$ cat src/source/clkPkg.sv
////////////////////////////////////////////////////////////
// Diagnostic clock control definitions
////////////////////////////////////////////////////////////
package clkPkg;

  typedef logic [3:0] nibbleT;      // Data nibble of a function
  typedef logic [2:0] funcCodeT;
  typedef logic [7:0] burstCountT;
  typedef logic [1:0] rateSelT;     // One pulse every 2^r cycles
  typedef logic [7:0] diagWordT;

  typedef enum logic [1:0] {
    funcCtl,
    funcLoad,
    funcRead
  } funcGroupE;

  typedef enum logic [1:0] {
    modeStop,
    modeRun,
    modeSingle,
    modeBurst
  } gateModeE;

  // Control group
  localparam funcCodeT FUNC_STOP        = 3'd0;
  localparam funcCodeT FUNC_START       = 3'd1;
  localparam funcCodeT FUNC_SINGLE_STEP = 3'd2;
  localparam funcCodeT FUNC_BURST       = 3'd4;
  localparam funcCodeT FUNC_CLR_RESET   = 3'd6;
  localparam funcCodeT FUNC_SET_RESET   = 3'd7;

  // Load group
  localparam funcCodeT LD_BURST_LSB = 3'd2;
  localparam funcCodeT LD_BURST_MSB = 3'd3;
  localparam funcCodeT LD_RATE_SEL  = 3'd4;
  localparam funcCodeT LD_EBOX_DIS  = 3'd5;

  // Read group
  localparam funcCodeT RD_BURST  = 3'd0;
  localparam funcCodeT RD_STATUS = 3'd1;

endpackage

$ cat src/source/diagFuncIf.sv
////////////////////////////////////////////////////////////
// Accepted diagnostic function
////////////////////////////////////////////////////////////
`timescale 1ns/1ps

interface diagFuncIf import clkPkg::*; ();

  logic      strobe;   // One cycle per accepted request
  funcGroupE group;
  funcCodeT  code;
  nibbleT    data;

  // Handshake side
  modport source (
    output strobe,
    output group,
    output code,
    output data
  );

  // Consumers
  modport sink (
    input strobe,
    input group,
    input code,
    input data
  );

endinterface

$ cat src/source/diagFuncDecoder.sv
////////////////////////////////////////////////////////////
// Diagnostic function handshake
////////////////////////////////////////////////////////////
`timescale 1ns/1ps

module diagFuncDecoder import clkPkg::*; (
  input  logic      CLK,
  input  logic      rstN,
  input  logic      funcReq,
  input  funcGroupE funcGroup,
  input  funcCodeT  funcCode,
  input  nibbleT    funcData,
  output logic      funcAck,
  diagFuncIf.source func
);

  typedef enum logic [1:0] {
    hsIdle,
    hsExec,
    hsAck,
    hsRelease
  } hsStateE;

  hsStateE state;
  hsStateE stateNext;
  logic    strobe;

  always_comb begin
    stateNext = state;
    case (state)
      hsIdle:    if (funcReq) stateNext = hsExec;
      hsExec:    stateNext = hsAck;
      hsAck:     stateNext = hsRelease;
      hsRelease: if (!funcReq) stateNext = hsIdle;
      default:   stateNext = hsIdle;
    endcase
  end

  always_ff @(posedge CLK) begin
    if (!rstN) begin
      state <= hsIdle;
      strobe <= 1'b0;
    end else begin
      state <= stateNext;
      strobe <= (state == hsExec);
    end
  end

  // Request fields, held until the next acceptance
  always_ff @(posedge CLK) begin
    if (state == hsIdle && funcReq) begin
      func.group <= funcGroup;
      func.code <= funcCode;
      func.data <= funcData;
    end
  end

  assign func.strobe = strobe;
  assign funcAck = (state == hsRelease);  // Held until funcReq drops

  // Host keeps funcReq up until it sees the ack
  ackNeedsReq: assert property (
    @(posedge CLK) disable iff (!rstN)
    $rose(funcAck) |-> $past(funcReq)
  ) else $error("funcAck rose without a pending request");

  strobeOneCycle: assert property (
    @(posedge CLK) disable iff (!rstN)
    func.strobe |=> !func.strobe
  ) else $error("strobe held for more than one cycle");

endmodule

$ cat src/source/clkConfigRegs.sv
////////////////////////////////////////////////////////////
// Rate select and EBOX disables
////////////////////////////////////////////////////////////
`timescale 1ns/1ps

module clkConfigRegs import clkPkg::*; (
  input  logic    CLK,
  input  logic    rstN,
  diagFuncIf.sink func,
  output rateSelT rateSel,
  output logic    crmDis,
  output logic    edpDis,
  output logic    ctlDis
);

  logic ldRate;
  logic ldDis;

  assign ldRate = func.strobe && func.group == funcLoad && func.code == LD_RATE_SEL;
  assign ldDis = func.strobe && func.group == funcLoad && func.code == LD_EBOX_DIS;

  always_ff @(posedge CLK) begin
    if (!rstN) begin
      rateSel <= '0;
      crmDis <= 1'b0;
      edpDis <= 1'b0;
      ctlDis <= 1'b0;
    end else begin
      if (ldRate) rateSel <= func.data[1:0];
      if (ldDis) begin
        crmDis <= func.data[2];
        edpDis <= func.data[1];
        ctlDis <= func.data[0];
      end
    end
  end

  // Only a host load may touch the configuration
  cfgLoadOnly: assert property (
    @(posedge CLK) disable iff (!rstN)
    !$stable({rateSel, crmDis, edpDis, ctlDis}) |->
      $past(func.strobe && func.group == funcLoad)
  ) else $error("configuration changed without a load strobe");

endmodule

$ cat src/source/burstCounter.sv
////////////////////////////////////////////////////////////
// Burst down-counter
////////////////////////////////////////////////////////////
`timescale 1ns/1ps

module burstCounter import clkPkg::*; (
  input  logic       CLK,
  input  logic       rstN,
  diagFuncIf.sink    func,
  input  logic       decrement,
  output burstCountT count,
  output logic       countZero
);

  logic ldLsb;
  logic ldMsb;

  assign ldLsb = func.strobe && func.group == funcLoad && func.code == LD_BURST_LSB;
  assign ldMsb = func.strobe && func.group == funcLoad && func.code == LD_BURST_MSB;

  always_ff @(posedge CLK) begin
    if (!rstN) begin
      count <= '0;
    end else if (ldLsb) begin
      count[3:0] <= func.data;
    end else if (ldMsb) begin
      count[7:4] <= func.data;
    end else if (decrement) begin
      count <= count - 8'd1;
    end
  end

  assign countZero = (count == '0);

  // Gate control must stop bursting once the count runs out
  noDecAtZero: assert property (
    @(posedge CLK) disable iff (!rstN)
    decrement |-> !countZero
  ) else $error("burst decrement with count at zero");

endmodule

$ cat src/source/eboxGateCtl.sv
////////////////////////////////////////////////////////////
// EBOX gating mode and clock enables
////////////////////////////////////////////////////////////
`timescale 1ns/1ps

module eboxGateCtl import clkPkg::*; (
  input  logic     CLK,
  input  logic     rstN,
  diagFuncIf.sink  func,
  input  rateSelT  rateSel,
  input  logic     crmDis,
  input  logic     edpDis,
  input  logic     ctlDis,
  input  logic     countZero,
  output logic     pulse,
  output logic     eboxClkEn,
  output logic     crmClkEn,
  output logic     edpClkEn,
  output logic     ctlClkEn,
  output logic     running,
  output gateModeE mode,
  output logic     mrReset
);

  logic [2:0] prescale;
  logic       rateTick;
  logic       ctlStrobe;

  assign ctlStrobe = func.strobe && func.group == funcCtl;

  always_comb begin
    case (rateSel)
      2'd0:    rateTick = 1'b1;
      2'd1:    rateTick = (prescale[0] == 1'b0);
      2'd2:    rateTick = (prescale[1:0] == 2'b00);
      default: rateTick = (prescale == 3'b000);
    endcase
  end

  // No pulse on an exhausted burst
  assign eboxClkEn = rateTick && mode != modeStop && !mrReset &&
                     !(mode == modeBurst && countZero);
  assign pulse = eboxClkEn && mode == modeBurst;  // Burst decrement only
  assign crmClkEn = eboxClkEn & ~crmDis;
  assign edpClkEn = eboxClkEn & ~edpDis;
  assign ctlClkEn = eboxClkEn & ~ctlDis;
  assign running = (mode != modeStop);

  always_ff @(posedge CLK) begin
    if (!rstN) begin
      prescale <= '0;
      mode <= modeStop;
      mrReset <= 1'b0;
    end else begin
      prescale <= prescale + 3'd1;  // Free running
      if (ctlStrobe) begin
        case (func.code)
          FUNC_STOP:        mode <= modeStop;
          FUNC_START:       mode <= modeRun;
          FUNC_SINGLE_STEP: mode <= modeSingle;
          FUNC_BURST:       mode <= countZero ? modeStop : modeBurst;
          FUNC_CLR_RESET:   mrReset <= 1'b1;
          FUNC_SET_RESET:   mrReset <= 1'b0;
          default:          ;
        endcase
      end else if (mode == modeSingle && eboxClkEn) begin
        mode <= modeStop;
      end else if (mode == modeBurst && countZero) begin
        mode <= modeStop;
      end
    end
  end

  singleOnePulse: assert property (
    @(posedge CLK) disable iff (!rstN)
    (eboxClkEn && mode == modeSingle) |=> (!eboxClkEn || $past(func.strobe))
  ) else $error("single step produced a second pulse");

endmodule

$ cat src/source/diagReadMux.sv
////////////////////////////////////////////////////////////
// Diagnostic readback
////////////////////////////////////////////////////////////
`timescale 1ns/1ps

module diagReadMux import clkPkg::*; (
  input  logic       CLK,
  input  logic       rstN,
  diagFuncIf.sink    func,
  input  burstCountT count,
  input  gateModeE   mode,
  input  logic       mrReset,
  input  rateSelT    rateSel,
  input  logic       crmDis,
  input  logic       edpDis,
  input  logic       ctlDis,
  output diagWordT   readData
);

  diagWordT selWord;

  always_comb begin
    case (func.code)
      RD_BURST:  selWord = count;
      RD_STATUS: selWord = {mode, mrReset, rateSel, crmDis, edpDis, ctlDis};
      default:   selWord = '0;
    endcase
  end

  // Held for the host until the next read
  always_ff @(posedge CLK) begin
    if (!rstN) begin
      readData <= '0;
    end else if (func.strobe && func.group == funcRead) begin
      readData <= selWord;
    end
  end

endmodule

$ cat src/source/clkTop.sv
////////////////////////////////////////////////////////////
// Diagnostic clock control core
////////////////////////////////////////////////////////////
`timescale 1ns/1ps

module clkTop import clkPkg::*; (
  input  logic      CLK,
  input  logic      rstN,
  input  logic      funcReq,
  input  funcGroupE funcGroup,
  input  funcCodeT  funcCode,
  input  nibbleT    funcData,
  output logic      funcAck,
  output diagWordT  readData,
  output logic      eboxClkEn,
  output logic      crmClkEn,
  output logic      edpClkEn,
  output logic      ctlClkEn,
  output logic      running,
  output logic      mrReset
);

  rateSelT    rateSel;
  logic       crmDis;
  logic       edpDis;
  logic       ctlDis;
  burstCountT count;
  logic       countZero;
  logic       pulse;
  gateModeE   mode;

  diagFuncIf func ();

  diagFuncDecoder decoder0 (
    .CLK       (CLK),
    .rstN      (rstN),
    .funcReq   (funcReq),
    .funcGroup (funcGroup),
    .funcCode  (funcCode),
    .funcData  (funcData),
    .funcAck   (funcAck),
    .func      (func.source)
  );

  clkConfigRegs cfg0 (
    .CLK     (CLK),
    .rstN    (rstN),
    .func    (func.sink),
    .rateSel (rateSel),
    .crmDis  (crmDis),
    .edpDis  (edpDis),
    .ctlDis  (ctlDis)
  );

  burstCounter burst0 (
    .CLK       (CLK),
    .rstN      (rstN),
    .func      (func.sink),
    .decrement (pulse),     // One per burst pulse
    .count     (count),
    .countZero (countZero)
  );

  eboxGateCtl gate0 (
    .CLK       (CLK),
    .rstN      (rstN),
    .func      (func.sink),
    .rateSel   (rateSel),
    .crmDis    (crmDis),
    .edpDis    (edpDis),
    .ctlDis    (ctlDis),
    .countZero (countZero),
    .pulse     (pulse),
    .eboxClkEn (eboxClkEn),
    .crmClkEn  (crmClkEn),
    .edpClkEn  (edpClkEn),
    .ctlClkEn  (ctlClkEn),
    .running   (running),
    .mode      (mode),
    .mrReset   (mrReset)
  );

  diagReadMux read0 (
    .CLK      (CLK),
    .rstN     (rstN),
    .func     (func.sink),
    .count    (count),
    .mode     (mode),
    .mrReset  (mrReset),
    .rateSel  (rateSel),
    .crmDis   (crmDis),
    .edpDis   (edpDis),
    .ctlDis   (ctlDis),
    .readData (readData)
  );

endmodule

$ cat config.mk
export PLATFORM = sky130hd
export DESIGN_NAME = clkTop
export DESIGN_NICKNAME = d
export VERILOG_FILES = /design/src/source/clkPkg.sv /design/src/source/diagFuncIf.sv /design/src/source/diagFuncDecoder.sv /design/src/source/clkConfigRegs.sv /design/src/source/burstCounter.sv /design/src/source/eboxGateCtl.sv /design/src/source/diagReadMux.sv /design/src/source/clkTop.sv
export SDC_FILE = /design/constraint.sdc
export NUM_CORES = 1
export LEC_CHECK = 0
export BUFFER_PORTS_ARGS = -buffer_cell sky130_fd_sc_hd__buf_2
export CAP_MARGIN = 30
export CORE_UTILIZATION = 32
export DETAILED_ROUTE_END_ITERATION = 8
export GPL_TIMING_DRIVEN = 0
export SYNTH_ARGS = -nofsm -noshare
export SYNTH_HDL_FRONTEND = slang
export SYNTH_SLANG_ARGS = --single-unit
$ cat constraint.sdc
create_clock -name CLK -period 2.2 [get_ports CLK]
set_input_delay 0.22 -clock CLK [delete_from_list [all_inputs] [get_ports CLK]]
set_output_delay 0.22 -clock CLK [all_outputs]
set_load 0.05 [all_outputs]
# Word-level counts from Yosys, hierarchy flattened
# Cells that the tools add are included.
[word_totals]
ff_bits = 39
inputBits = 12
word_cells = 93
output_inout_bits = 15
[classes]
eq_ne = 20
bitwise_logic = 8
mux = 15
add_sub_neg = 2
reduce_logical = 33
[op_table]
columns = ["operator", "count"]
rows = [
  ["2-bit one-hot mux with 4 select lines", 2],
  ["8-bit one-hot mux with 2 select lines", 1],
  ["1-bit logical AND", 14],
  ["2-bit equality test (second input constant)", 6],
  ["3-bit equality test (second input constant)", 4],
  ["2-bit two-way mux", 6],
  ["4-bit two-way mux", 3],
  ["2-bit AND reduction", 5],
  ["2-bit zero test", 4],
  ["8-bit zero test", 1],
  ["8-bit two-way mux", 1],
  ["2-bit nonzero test", 4],
  ["8-bit by 1-bit subtractor with 8-bit output (second input constant)", 1],
  ["2-bit by 1-bit equality test with 1-bit output (second input constant)", 3],
  ["3-bit by 2-bit equality test with 1-bit output (second input constant)", 2],
  ["3-bit zero test", 2],
  ["5-bit != test (second input constant)", 1],
  ["1-bit inverter", 5],
  ["2-bit != test (second input constant)", 2],
  ["3-bit by 1-bit adder with 3-bit output (second input constant)", 1],
  ["1-bit bitwise AND", 3],
  ["3-bit by 1-bit equality test with 1-bit output (second input constant)", 1],
  ["1-bit one-hot mux with 3 select lines", 1],
  ["3-bit nonzero test", 1],
  ["other kinds (3)", 4],
]

# Longest topological paths before layout
# Gate-level depths: netlist (run 1).
[logic_depth]
depth_word = 9
mapped_depth = 7

# Hierarchy
# A second synthesis (run 1) with hierarchy kept.
[unflattened]
hier_cells = 200
hier_area_um2 = 2050.7
[modules_own_cells]
columns = ["module", "cells_per_inst", "instances", "area_each_um2"]
rows = [
  ["burstCounter", 70, 1, 561.8],
  ["diagFuncDecoder", 29, 1, 476.7],
  ["diagReadMux", 31, 1, 420.4],
  ["eboxGateCtl", 47, 1, 376.6],
  ["clkConfigRegs", 23, 1, 215.2],
]

# Worst setup path before layout (run 1)
# No wires, ideal clock.
[synth_path]
path_type = "register -> output"
startpoint = "reg gate0.prescale[0]"
endpoint = "out crmClkEn"
stages_incl_launch_ff = 7
path_buffers = 0
t_arrival_ns = 2.179
slack_ns = -0.199
required_ns = 1.980
cell_sequence = "dfxtp_1 > inv_1 > ha_1 > a21bo_2 > a211o_2 > or3b_2 > nor2_1"
[synth_between]
elab_chain_cells = 6
word_cells_on_any_way = 8
classes_between = "1 x mux; 2 x bitwise; 5 x reduce/logical"
[synth_rtl]
columns = ["item", "line", "rtl"]
rows = [
  ["start: declaration", "eboxGateCtl.sv:25", "logic [2:0] prescale;"],
  ["start signal: assignment", "eboxGateCtl.sv:55", "prescale <= prescale + 3'd1;"],
  ["3-bit zero test, or another cell as far along", "eboxGateCtl.sv:36", "default: rateTick = (prescale == 3'b000);"],
  ["1-bit one-hot mux with 3 select lines (*)", "eboxGateCtl.sv:32", "case (rateSel)"],
  ["1-bit logical AND (*) (3 in series)", "eboxGateCtl.sv:41", "assign eboxClkEn = rateTick && mode != modeStop && !mrReset &&"],
  ["1-bit bitwise AND (*)", "eboxGateCtl.sv:44", "assign crmClkEn = eboxClkEn & ~crmDis;"],
  ["end: declaration", "clkTop.sv:16", "output logic crmClkEn,"],
]
# Every way passes the cells marked *; elsewhere a longest branch is shown, timed or not.

# Worst setup path after layout (run 1)
[layout_path]
startpoint = "reg gate0.prescale[0]"
endpoint = "out edpClkEn"
[layout_between]
elab_chain_cells = 6
word_cells_on_any_way = 8
classes_between = "1 x mux; 2 x bitwise; 5 x reduce/logical"
[layout_rtl]
columns = ["item", "line", "rtl"]
rows = [
  ["3-bit zero test, or another cell as far along", "eboxGateCtl.sv:36", ""],
  ["1-bit one-hot mux with 3 select lines (*)", "eboxGateCtl.sv:32", ""],
  ["1-bit logical AND (*) (3 in series)", "eboxGateCtl.sv:41", ""],
  ["1-bit bitwise AND (*)", "eboxGateCtl.sv:45", "assign edpClkEn = eboxClkEn & ~edpDis;"],
  ["end: declaration", "clkTop.sv:17", "output logic edpClkEn,"],
]
# Marked as above.

==> summary.md, run 1 <==
| Metric | Value |
|---|---|
| Outcome | `complete, but fails checks` |
| Failing checks | `setup timing` |
| Area share of the largest cell type after synthesis | `29.6%` |
| Die width | `81.6 um` |
| H-tree level count | `2` |
| Placed instance area | `2250 sq um` |
| Most used standard cells in the synthesized netlist | `sky130_fd_sc_hd__dfxtp_1, sky130_fd_sc_hd__nor2_1, sky130_fd_sc_hd__mux2i_1, sky130_fd_sc_hd__a21oi_1` |
| Number of top-level pins | `27` |
| Yosys warnings | `0` |
| Length of the first detailed-routing pass in iterations | `4` |
| Share of power burned in the clock network | `29.7%` |
| Setup repair after global routing missed its margin | `true` |
| Synthesized netlist net count | `242` |
| Minimum setup slack among reg-to-reg paths | `0.16 ns` |
| Ratio of cells with drive above 1 in the final layout | `21.3%` |
| Clock sinks | `39` |
| Area added between synthesis and finish | `20.3%` |
| Total wirelength of the detailed-routed design | `4800 um` |
| # Max-Cap Violations | `0` |
| Arrival time of data at the critical path endpoint | `2.04 ns` |
| Fraction of the mapped netlist area in adder cells | `4.94%` |
| Finished layout cell area | `2440 sq um` |
| Net count reported at finish | `277` |
| Total power per unit cell area | `750 nW/um^2` |
| Peak ir drop on the vdd network | `0.000479 V` |
| Overall fraction of global-route tracks in use | `15.9%` |
| Leakage power | `0.944 nW` |
| CTS Buf Count | `5` |
| Share of synthesized area spent on multiplexers | `6.92%` |
| Share of synthesized registers carrying an async set or reset | `0%` |
| Number of slew-limit violations in the final report | `0` |
| Number of register bits inferred by synthesis | `39` |
| Slew HR | `43.2%` |
| Proportion of power drawn by flip-flops and latches | `49.2%` |
| Detailed-route DRC error count | `0` |
| Net switching power | `575 uW` |
| Worst Hold Class | `input port to flop` |
| Count of input and output buffers | `26` |
| Count leader, synth | `sky130_fd_sc_hd__dfxtp_1` |
| Hold Slack | `0.100 ns` |
| Final-report setup violation count | `4` |
| Worst skew pair latency | `0.29 ns` |
| Row count | `28` |
| Remaining global-route overflow | `0` |
| Sum of net half-perimeters after detailed placement | `3460 um` |
| Fmax | `443 MHz` |
| Main synth FF type | `sky130_fd_sc_hd__dfxtp_1` |
| Type of destination of the critical path | `output port` |
| Final clock skew | `0.0115 ns` |
| Fill cell count | `605` |
| Core region area | `6030 sq um` |
| Biggest area consumer among synthesized cells | `sky130_fd_sc_hd__dfxtp_1` |
| Register cell area after layout | `873 sq um` |
| Vias/cell | `5.20` |
| Crit start category | `flop` |
| Cell variety after synth | `42` |
| Number of synthesized flops with an enable pin | `9` |
| First-pass GRT wire length | `7810 um` |
| Slew at the pin closest to its max-slew limit | `0.850 ns` |
| Post-Syn Area | `2030 sq um` |
| Post-Syn Area per Cell | `9.12 sq um` |
| Area fraction in compound gates after synthesis | `17.0%` |
| Starting Density | `33.6%` |
| Internal power contribution | `1.25 mW` |
| Vias in the first global route | `1594` |
| Count of endpoints failing hold in the final timing report | `0` |
| Initial drt markers | `117` |
| Number of nets with antenna violations after routing | `0` |
| Wire length per cell after detailed routing | `14.4 um` |
| RD Place Congestion | `0.871` |
| Synthesized-area fraction occupied by and/or/nand/nor cells | `23.3%` |
| Synthesized instance count | `222` |
| Highest cell delay on the worst timing path | `0.45 ns` |
| Post-route clock period utilization | `103%` |
| Worst Setup Slack, final | `-0.0569 ns` |
| Total number of vias | `1731` |
| Clock tree buffer depth | `2` |
| Register clock-pin slew on the reported worst setup and hold paths | `0.08 ns` |
| Ant. Diodes | `0` |
| Root buffer selected by CTS | `sky130_fd_sc_hd__clkbuf_8` |
| Main combinational cell family by area after synthesis | `simple AND/OR/NAND/NOR gates` |
| Maximum net fanout on the critical path | `4` |
| CTS hold repair buffers | `0` |
| Total die area | `6650 sq um` |
| Portion of total power attributed to combinational logic | `21.1%` |
| Worst slack at placement | `0.0108 ns` |
| Setup CP Type | `flop to output port` |
| Sequential share of the synthesized area | `43.0%` |
| Total area of multi-input combinational cells | `1100 sq um` |
| Number of antenna violations at the first check in global routing | `0` |
| Synth area leaders | `sky130_fd_sc_hd__dfxtp_1, sky130_fd_sc_hd__edfxtp_1, sky130_fd_sc_hd__mux2i_1` |
| Xor-xnor portion of the synthesized cell area | `0.432%` |
| Switching part of the total | `31.4%` |
| Final period demand of the worst path | `2.26 ns` |
| Critical path, cell by cell | `inv_2, ha_1, a21bo_2, a211o_2, or3b_4, nor2_2, buf_6` |
| Maximum number of pins on one net before global-route repair | `13` |
| Die Span Y | `81.6 um` |
| Post-route setup TNS | `-0.183 ns` |
| Slowest CP cell | `sky130_fd_sc_hd__or3b_4` |
| Critical path data required time | `1.98 ns` |
| Clock tree from TritonCTS | `yes` |
-- cell usage in the layout, fill, tap and decap left out, types with 6 or more instances in the layout --
cell                       count
sky130_fd_sc_hd__a21oi_1      13
sky130_fd_sc_hd__a31oi_1      10
sky130_fd_sc_hd__buf_2        22
sky130_fd_sc_hd__clkbuf_1      6
sky130_fd_sc_hd__clkbuf_8      7
sky130_fd_sc_hd__dfxtp_1      28
sky130_fd_sc_hd__edfxtp_1      9
sky130_fd_sc_hd__ha_1          8
sky130_fd_sc_hd__inv_1        10
sky130_fd_sc_hd__mux2i_1      14
sky130_fd_sc_hd__nand2_1       8
sky130_fd_sc_hd__nor2_1       22
sky130_fd_sc_hd__nor3_1       10
sky130_fd_sc_hd__o311ai_0      6
-- area by class of cell --
cell class                 count  share of cell area [%]
multi-input combinational    161                    45.0
sequential                    39                    35.8
timing repair buffer          29                    7.60
clock buffer                   7                    3.95
tap                           75                    3.85
inverter                      12                    1.85
buffer                         9                    1.69
clock inverter                 1                   0.257
-- worst max-delay path: cells and delay by family, from the launching register on --
family | cells | cell delay [ns]
AND/OR/NAND/NOR | 2 | 0.56
AO/OA/AOI/OAI | 2 | 0.53
flip-flops | 1 | 0.33
buffers and inverters | 2 | 0.20
adder cells (fa/ha/maj) | 1 | 0.12
-- repair_timing --
item                                    in CTS  in global routing
endpoints found under the setup margin       4                  5
buffers inserted                             3                  0
pin swaps                                    3                  2
gates resized for setup                     18                  4
-- power by group through the flow --
stage / clock network, mW / logic (mW) / registers (mW)
6_report: 0.542 / 0.385 / 0.900
3_3_place_gp: 0 / 0.364 / 0.914
2_1_floorplan: 0 / 0.287 / 0.892
4_1_cts: 0.560 / 0.388 / 0.900
5_1_grt: 0.585 / 0.437 / 0.913
3_5_place_dp: 0 / 0.375 / 0.916
-- state kept, by name, summed over array words and instances, names as in the netlist --
register,cells
burst0.count,8
read0.readData,8
gate0.mrReset,1
cfg0.rateSel,2
decoder0.func.strobe,1
cfg0.ctlDis,1
decoder0.state,2
cfg0.edpDis,1
gate0.prescale,3
decoder0.func.group,2
decoder0.func.code,3
gate0.mode,2
decoder0.func.data,4
cfg0.crmDis,1
-- cell families (layout without fill, tap and decap cells) --
family / count (synthesis) / count (layout)
compound gates: 51 / 51
buf+inv: 22 / 58
mux: 14 / 14
simple gates: 87 / 87
xor+xnor: 1 / 1
fa+ha+maj: 8 / 8
flops: 39 / 39
-- stage by stage --
step | util, % | cells | power [mW]
after global placement | 37.3 | 323 | 1.28
after detailed placement | 37.3 | 323 | 1.29
after CTS | 40.2 | 333 | 1.85
after global routing | 40.4 | 333 | 1.93
final | 40.4 | 333 | 1.83
after floorplan | - | 222 | 1.18
-- path summary, 6_finish.rpt --
kind,cells past startpoint,to,from
hold reg to reg,2,read0.readData[1]$_SDFFE_PN0P_,read0.readData[1]$_SDFFE_PN0P_
hold / removal,1,decoder0.func.data[3]$_DFFE_PP_,funcData[3]
setup reg to reg,7,burst0.count[4]$_SDFFE_PN0P_,gate0.prescale[0]$_SDFF_PN0_
setup / recovery,7,edpClkEn,gate0.prescale[0]$_SDFF_PN0_
-- layer usage --
metal	wire length, um	track usage [%]	up-vias
li1	-	-	891
met1	2440	21.5	786
met2	2120	24.3	52
met3	202	3.44	2
met4	31	6.96	0
met5	0	0	-
Power figures use the tool's default switching activity.
==> run 2: changes to the inputs <==
--- a/config.mk
+++ b/config.mk
@@ -5,6 +5,7 @@
 export SDC_FILE = /design/constraint.sdc
 export NUM_CORES = 1
 export LEC_CHECK = 0
+export ABC_AREA = 1
 export BUFFER_PORTS_ARGS = -buffer_cell sky130_fd_sc_hd__buf_2
 export CAP_MARGIN = 30
 export CORE_UTILIZATION = 32
==> run 2 against run 1 <==
  * The flow now finishes without violations
  * Combinational power shrank 13%
  * Critical path depth grew 1
  * Sequential cell count is the same
==> summary.md, run 2 <==
| Metric | Value |
|---|---|
| Post-Syn Area | `2040 sq um (was 2030 sq um)` |
| Total die area | `6690 sq um (was 6650 sq um)` |
| Most common cell after layout, fill and taps aside | `sky130_fd_sc_hd__nand2_1 (was sky130_fd_sc_hd__dfxtp_1)` |
| Synthesized netlist net count | `306 (was 242)` |
| Fmax | `510 MHz (was 443 MHz)` |
| Critical Path Start | `burst0.count[0]$_SDFFE_PN0P_ (was gate0.prescale[0]$_SDFF_PN0_)` |
| Yosys warnings | `0 (unchanged)` |
| Leakage power | `1.11 nW (was 0.944 nW)` |
| Final period demand of the worst path | `1.96 ns (was 2.26 ns)` |
| Total area of multi-input combinational cells | `976 sq um (was 1100 sq um)` |
| Worst hold stages | `1 (unchanged)` |
| HP Start | `funcGroup[0] (was funcData[3])` |
| Largest registers | `burst0.count: 8 flops, read0.readData: 8 flops, decoder0.func.data: 4 flops (unchanged)` |
| Setup CP Type | `flop to output port (unchanged)` |
| Worst slack at placement | `0.487 ns (was 0.0108 ns)` |
| Synth area leaders | `sky130_fd_sc_hd__dfxtp_1, sky130_fd_sc_hd__edfxtp_1, sky130_fd_sc_hd__nand2_1 (was sky130_fd_sc_hd__dfxtp_1, sky130_fd_sc_hd__edfxtp_1, sky130_fd_sc_hd__mux2i_1)` |
| Outcome | `finished clean (was complete, but fails checks)` |
| Total wirelength of the detailed-routed design | `4450 um (was 4800 um)` |
| Number of top-level pins | `27 (unchanged)` |
| Clock tree buffer depth | `2 (unchanged)` |
| Crit path buffers/inverters | `3 (was 2)` |
| H-tree level count | `2 (unchanged)` |
| Die Span Y | `81.8 um (was 81.6 um)` |
| Slew at the pin closest to its max-slew limit | `0.516 ns (was 0.850 ns)` |
| Count of input and output buffers | `25 (was 26)` |
| Vias in the first global route | `1699 (was 1594)` |
| Wire length per cell after detailed routing | `11.3 um (was 14.4 um)` |
| Net count reported at finish | `338 (was 277)` |
| Worst skew pair latency | `0.29 ns (about the same)` |
| Count of endpoints failing hold in the final timing report | `0 (unchanged)` |
| Main synth FF type | `sky130_fd_sc_hd__dfxtp_1 (unchanged)` |
| CTS Buf Count | `5 (unchanged)` |
| Most used cells in the layout excluding fill and tap cells | `sky130_fd_sc_hd__nand2_1, sky130_fd_sc_hd__inv_1, sky130_fd_sc_hd__nor2_1 (was sky130_fd_sc_hd__dfxtp_1, sky130_fd_sc_hd__nor2_1, sky130_fd_sc_hd__buf_2)` |
| Family with the most delay on the worst path | `simple AND/OR/NAND/NOR gates (unchanged)` |
| Total power per unit cell area | `736 nW/um^2 (was 750 nW/um^2)` |
| Total number of vias | `1893 (was 1731)` |
| Setup repair after global routing missed its margin | `false (was true)` |
| Finished layout cell area | `2370 sq um (was 2440 sq um)` |
| Initial drt markers | `123 (was 117)` |
| Register cell area after layout | `871 sq um (was 873 sq um)` |
| Area added between synthesis and finish | `16.1% (was 20.3%)` |
| Tot Pwr | `1.74 mW (was 1.83 mW)` |
| CP most frequent cell | `sky130_fd_sc_hd__inv_1` |
| Number of antenna violations at the first check in global routing | `0 (unchanged)` |
| Number of slew-limit violations in the final report | `0 (unchanged)` |
| Post-route setup TNS | `0 ns (was -0.183 ns)` |
| Maximum net fanout on the critical path | `4 (unchanged)` |
| Final-report setup violation count | `0 (was 4)` |
| Remaining global-route overflow | `0 (unchanged)` |
| Area share of the largest cell type after synthesis | `29.5% (was 29.6%)` |
| Final clock skew | `0.00223 ns (was 0.0115 ns)` |
| Count leader, synth | `sky130_fd_sc_hd__nand2_1 (was sky130_fd_sc_hd__dfxtp_1)` |
| Number of nets with antenna violations after routing | `0 (unchanged)` |
| Worst Setup Slack, final | `0.238 ns (was -0.0569 ns)` |
| Sum of net half-perimeters after detailed placement | `3470 um (was 3460 um)` |
| Crit start category | `flop (unchanged)` |
| Register clock-pin slew on the reported worst setup and hold paths | `0.07 ns (was 0.08 ns)` |
| Overall fraction of global-route tracks in use | `14.7% (was 15.9%)` |
| Peak ir drop on the vdd network | `0.000500 V (was 0.000479 V)` |
| Count of cells along the worst register-to-register path | `5 (was 7)` |
| RD Place Congestion | `0.842 (was 0.871)` |
| Root buffer selected by CTS | `sky130_fd_sc_hd__clkbuf_8 (unchanged)` |
| Clock sinks | `39 (unchanged)` |
| Post-route clock period utilization | `89.2% (was 103%)` |
| Maximum number of pins on one net before global-route repair | `13 (unchanged)` |
| Biggest area consumer among synthesized cells | `sky130_fd_sc_hd__dfxtp_1 (unchanged)` |
| Number of synthesized flops with an enable pin | `9 (unchanged)` |
| Placed instance area | `2260 sq um (was 2250 sq um)` |
| Fill cell count | `675 (was 605)` |
| Share of synthesized registers carrying an async set or reset | `0% (unchanged)` |
| Critical path, cell by cell | `inv_1, ha_1, inv_1, nor3_1, nand3_1, nand3_2, nor2_1, buf_2 (was inv_2, ha_1, a21bo_2, a211o_2, or3b_4, nor2_2, buf_6)` |
| Slew HR | `65.4% (was 43.2%)` |
| Critical path data required time | `1.98 ns (about the same)` |
| Type of destination of the critical path | `output port (unchanged)` |
| Synthesized instance count | `286 (was 222)` |
| Number of register bits inferred by synthesis | `39 (unchanged)` |
| Ratio of cells with drive above 1 in the final layout | `13.8% (was 21.3%)` |
| Vias/cell | `4.80 (was 5.20)` |
| Clock tree from TritonCTS | `yes (unchanged)` |
| Length of the first detailed-routing pass in iterations | `4 (unchanged)` |
| Setup Fix Bufs, Post-CTS | `0 (was 3)` |
| # Max-Cap Violations | `0 (unchanged)` |
| Post-Syn Area per Cell | `7.13 sq um (was 9.12 sq um)` |
| Highest cell delay on the worst timing path | `0.33 ns (was 0.45 ns)` |
| First-pass GRT wire length | `7490 um (was 7810 um)` |
| Arrival time of data at the critical path endpoint | `1.74 ns (was 2.04 ns)` |
| Worst Hold Class | `input port to flop (unchanged)` |
| Row count | `28 (unchanged)` |
| Detailed-route DRC error count | `0 (unchanged)` |
| Sequential share of the synthesized area | `42.7% (was 43.0%)` |
| Source of the worst register-to-register timing path | `decoder0.func.code[2]$_DFFE_PP_ (was gate0.prescale[0]$_SDFF_PN0_)` |
| Path length in cells of the critical path | `8 (was 7)` |
| Minimum setup slack among reg-to-reg paths | `0.48 ns (was 0.16 ns)` |
| Count of instances resized after the clock tree is built | `0 (was 18)` |
| Ant. Diodes | `0 (unchanged)` |
| Cell variety after synth | `25 (was 42)` |
| CTS hold repair buffers | `0 (unchanged)` |
| Starting Density | `33.8% (was 33.6%)` |
| Slowest CP cell | `sky130_fd_sc_hd__dfxtp_1 (was sky130_fd_sc_hd__or3b_4)` |
| Most used standard cells in the synthesized netlist | `sky130_fd_sc_hd__nand2_1, sky130_fd_sc_hd__inv_1, sky130_fd_sc_hd__nor2_1, sky130_fd_sc_hd__dfxtp_1, sky130_fd_sc_hd__nand3_1 (was sky130_fd_sc_hd__dfxtp_1, sky130_fd_sc_hd__nor2_1, sky130_fd_sc_hd__mux2i_1, sky130_fd_sc_hd__a21oi_1)` |
| Core region area | `6030 sq um (unchanged)` |
| Die width | `81.8 um (was 81.6 um)` |
==> run 2: layout make-up <==
class                   count  area share (%)
well taps                  75            3.97
clock buffers               7            4.07
plain buffers               6            1.80
flip-flops and latches     39            36.8
inverters                  41            6.50
clock inverters             1           0.317
repair buffers             25            5.29
multi-input cells         200            41.2
==> run 2: where the power goes <==
| group | switching [mW] | internal (mW) | total (mW) |
|---|---|---|---|
| logic | 0.227 | 0.107 | 0.334 |
| clock network | 0.248 | 0.285 | 0.533 |
| registers | 0.0577 | 0.815 | 0.872 |
==> run 2: kinds of logic (layout without fill, tap and decap cells) <==
family                   after synthesis  count (layout)  synth area share [%]
multiplexers                           1               1                 0.552
flip-flops                            39              39                  42.7
AO/OA/AOI/OAI                         46              46                  11.7
adder cells (fa/ha/maj)                8               8                  4.91
buffers and inverters                 47              80                  9.64
AND/OR/NAND/NOR                      144             144                  30.1
XOR/XNOR                               1               1                 0.430
==> run 2: through the flow <==
stage	std cells	utilization, %	hold WS, ns
final	394	39.3	0.103
after detailed placement	386	37.5	0.398
after CTS	394	39.2	0.0884
after global placement	386	37.5	0.397
after global routing	394	39.3	0.0862
after floorplan	286	-	0.319
==> run 2: worst reg2reg max path: stages, from the launching register on <==
cell and delay [ns]:
sky130_fd_sc_hd__edfxtp_1 0.49, sky130_fd_sc_hd__nor2_1 0.37, sky130_fd_sc_hd__nand2_1 0.25, sky130_fd_sc_hd__o21ai_0 0.31, sky130_fd_sc_hd__nand2_1 0.09, sky130_fd_sc_hd__a21oi_1 0.13
==> run 2: final timing paths <==
kind / to
setup reg to reg: read0.readData[2]$_SDFFE_PN0P_
hold reg to reg: read0.readData[1]$_SDFFE_PN0P_
setup / recovery: ctlClkEn
hold / removal: decoder0.func.group[0]$_DFFE_PP_
==> run 2: metal layers <==
layer,up-vias,part of all wire [%],GRT usage [%]
li1,986,-,-
met4,0,1.8,6.32
met1,854,49,18.7
met5,-,0,0
met3,7,3.5,3.00
met2,46,46,24.0
==> run 3: changes to the inputs <==
==> constraint.sdc (replaced) <==
create_clock -name CLK -period 2.2 [get_ports CLK]
set_input_delay 0.33 -clock CLK [delete_from_list [all_inputs] [get_ports CLK]]
set_output_delay 0.33 -clock CLK [all_outputs]
set_load 0.05 [all_outputs]
==> run 3 against run 2 <==
  * Clock skew up 0.0015 ns
  * Combinational power about the same
  * Cell count unchanged
  * Non-clock buffer count unchanged
  * Via count down 0.37%
  * Wire length about the same
==> summary.md, run 3 (synthesis results as in run 2) <==
| Metric | Value |
|---|---|
| Outcome | `finished clean (unchanged)` |
| # Max-Cap Violations | `0 (unchanged)` |
| Source of the worst register-to-register timing path | `decoder0.func.code[2]$_DFFE_PP_ (unchanged)` |
| Final-report setup violation count | `0 (unchanged)` |
| Type of destination of the critical path | `output port (unchanged)` |
| Starting Density | `33.8% (unchanged)` |
| Post-route setup TNS | `0 ns (unchanged)` |
| Leakage power | `1.11 nW (about the same)` |
| Top routing layer in use | `met4 (unchanged)` |
| Critical R2R Capture | `read0.readData[2]$_SDFFE_PN0P_ (unchanged)` |
| Count of input and output buffers | `25 (unchanged)` |
| H-tree level count | `2 (unchanged)` |
| Setup CP Type | `flop to output port (unchanged)` |
| Sum of net half-perimeters after detailed placement | `3470 um (unchanged)` |
| Vias/cell | `4.79 (was 4.80)` |
| Slew at the pin closest to its max-slew limit | `0.506 ns (was 0.516 ns)` |
| Core region area | `6030 sq um (unchanged)` |
| Maximum number of pins on one net before global-route repair | `13 (unchanged)` |
| Count of instances resized after the clock tree is built | `0 (unchanged)` |
| Fmax | `490 MHz (was 510 MHz)` |
| Number of top-level pins | `27 (unchanged)` |
| Overall fraction of global-route tracks in use | `14.7% (unchanged)` |
| Fill cell count | `673 (was 675)` |
| HP Start | `funcCode[2] (was funcGroup[0])` |
| Critical Path Start | `burst0.count[0]$_SDFFE_PN0P_ (unchanged)` |
| Total wirelength of the detailed-routed design | `4450 um (about the same)` |
| RD Place Congestion | `0.842 (unchanged)` |
| Clock sinks | `39 (unchanged)` |
| Post-route clock period utilization | `92.8% (was 89.2%)` |
| Routed length on met2 | `2070 um (was 2040 um)` |
| Remaining global-route overflow | `0 (unchanged)` |
| Clock tree from TritonCTS | `yes (unchanged)` |
| Total number of vias | `1886 (was 1893)` |
| Register clock-pin slew on the reported worst setup and hold paths | `0.07 ns (about the same)` |
| CTS Buf Count | `5 (unchanged)` |
| Area added between synthesis and finish | `16.7% (was 16.1%)` |
| Number of slew-limit violations in the final report | `0 (unchanged)` |
| Row count | `28 (unchanged)` |
| Clock tree buffer depth | `2 (unchanged)` |
| Die Span Y | `81.8 um (unchanged)` |
| Initial drt markers | `135 (was 123)` |
| Worst hold stages | `1 (unchanged)` |
| Count of endpoints failing hold in the final timing report | `0 (unchanged)` |
| Root buffer selected by CTS | `sky130_fd_sc_hd__clkbuf_8 (unchanged)` |
| Worst skew pair latency | `0.29 ns (about the same)` |
| Ant. Diodes | `0 (unchanged)` |
| Die width | `81.8 um (unchanged)` |
| Most used cells in the layout excluding fill and tap cells | `sky130_fd_sc_hd__nand2_1, sky130_fd_sc_hd__inv_1, sky130_fd_sc_hd__nor2_1 (unchanged)` |
| Most common cell after layout, fill and taps aside | `sky130_fd_sc_hd__nand2_1 (unchanged)` |
| Total die area | `6690 sq um (unchanged)` |
| Ratio of cells with drive above 1 in the final layout | `14.1% (was 13.8%)` |
| Wl on met1 | `2150 um (was 2170 um)` |
| Count of cells along the worst register-to-register path | `5 (unchanged)` |
| Largest registers | `burst0.count: 8 flops, read0.readData: 8 flops, decoder0.func.data: 4 flops (unchanged)` |
| Vias in the first global route | `1699 (unchanged)` |
| First-pass GRT wire length | `7490 um (unchanged)` |
| Tot Pwr | `1.75 mW (was 1.74 mW)` |
| Total area of multi-input combinational cells | `981 sq um (was 976 sq um)` |
| Arrival time of data at the critical path endpoint | `1.71 ns (was 1.74 ns)` |
| Peak ir drop on the vdd network | `0.000501 V (was 0.000500 V)` |
| Slew HR | `66.1% (was 65.4%)` |
| Wire length on met3 | `151 um (was 157 um)` |
| Number of antenna violations at the first check in global routing | `0 (unchanged)` |
| Crit start category | `flop (unchanged)` |
| Hold path endpoint | `decoder0.func.code[2]$_DFFE_PP_ (was decoder0.func.group[0]$_DFFE_PP_)` |
| Detailed-route DRC error count | `0 (unchanged)` |
| Minimum setup slack among reg-to-reg paths | `0.48 ns (about the same)` |
| Setup Fix Bufs, Post-CTS | `0 (unchanged)` |
| Net count reported at finish | `338 (unchanged)` |
| Final clock skew | `0.00374 ns (was 0.00223 ns)` |
| Register cell area after layout | `871 sq um (unchanged)` |
| Worst Hold Class | `input port to flop (unchanged)` |
| Total power per unit cell area | `734 nW/um^2 (was 736 nW/um^2)` |
| Setup repair after global routing missed its margin | `false (unchanged)` |
| Length of the first detailed-routing pass in iterations | `4 (unchanged)` |
| Wire length per cell after detailed routing | `11.3 um (about the same)` |
| CTS hold repair buffers | `0 (unchanged)` |
| Final period demand of the worst path | `2.04 ns (was 1.96 ns)` |
| Number of nets with antenna violations after routing | `0 (unchanged)` |
| Critical path data required time | `1.87 ns (was 1.98 ns)` |
| Maximum net fanout on the critical path | `4 (unchanged)` |
## run 3: final cells by class
class | instances | area share (%)
multi-input combinational | 200 | 41.2
sequential | 39 | 36.6
inverter | 41 | 6.47
timing repair buffer | 25 | 5.58
clock buffer | 7 | 4.05
tap | 75 | 3.95
buffer | 6 | 1.79
clock inverter | 1 | 0.316
## run 3: how the worst max path moves through the flow
stage / cells past startpoint / slack [ns] / end
CTS: 8 / 0.05 / edpClkEn
global placement: 8 / 0.38 / edpClkEn
detailed placement: 8 / 0.38 / edpClkEn
global route: 8 / 0.01 / ctlClkEn
finish: 8 / 0.16 / ctlClkEn
floorplan: 7 / 0.30 / crmClkEn
## run 3: report_power, final
part	switching (mW)	internal, mW
registers	0.0577	0.815
clock network	0.254	0.285
logic	0.227	0.108
## run 3: per-stage QoR
step           area [sq um]  instances  setup slack (ns)  utilization, %  hold slack (ns)
6_report               2380        394             0.158            39.5            0.211
3_3_place_gp           2260        386             0.383            37.5            0.454
5_1_grt                2380        394            0.0114            39.5            0.196
2_1_floorplan          2040        286             0.301               -            0.429
4_1_cts                2360        394            0.0483            39.2            0.198
3_5_place_dp           2260        386             0.377            37.5            0.456
## run 3: worst max-delay path, stage by stage, from the launching register on
cell and delay, ns:
sky130_fd_sc_hd__dfxtp_1 0.35, sky130_fd_sc_hd__inv_1 0.08, sky130_fd_sc_hd__ha_1 0.21, sky130_fd_sc_hd__inv_1 0.08
sky130_fd_sc_hd__nor3_2 0.05, sky130_fd_sc_hd__nand3_1 0.13, sky130_fd_sc_hd__nand3_2 0.14, sky130_fd_sc_hd__nor2_1 0.13
sky130_fd_sc_hd__clkbuf_4 0.24
## run 3: routing by layer
| layer | track usage, % | vias up |
|---|---|---|
| met1 | 18.7 | 854 |
| met4 | 6.32 | 0 |
| met3 | 3.00 | 7 |
| li1 | - | 986 |
| met2 | 24.0 | 39 |
| met5 | 0 | - |
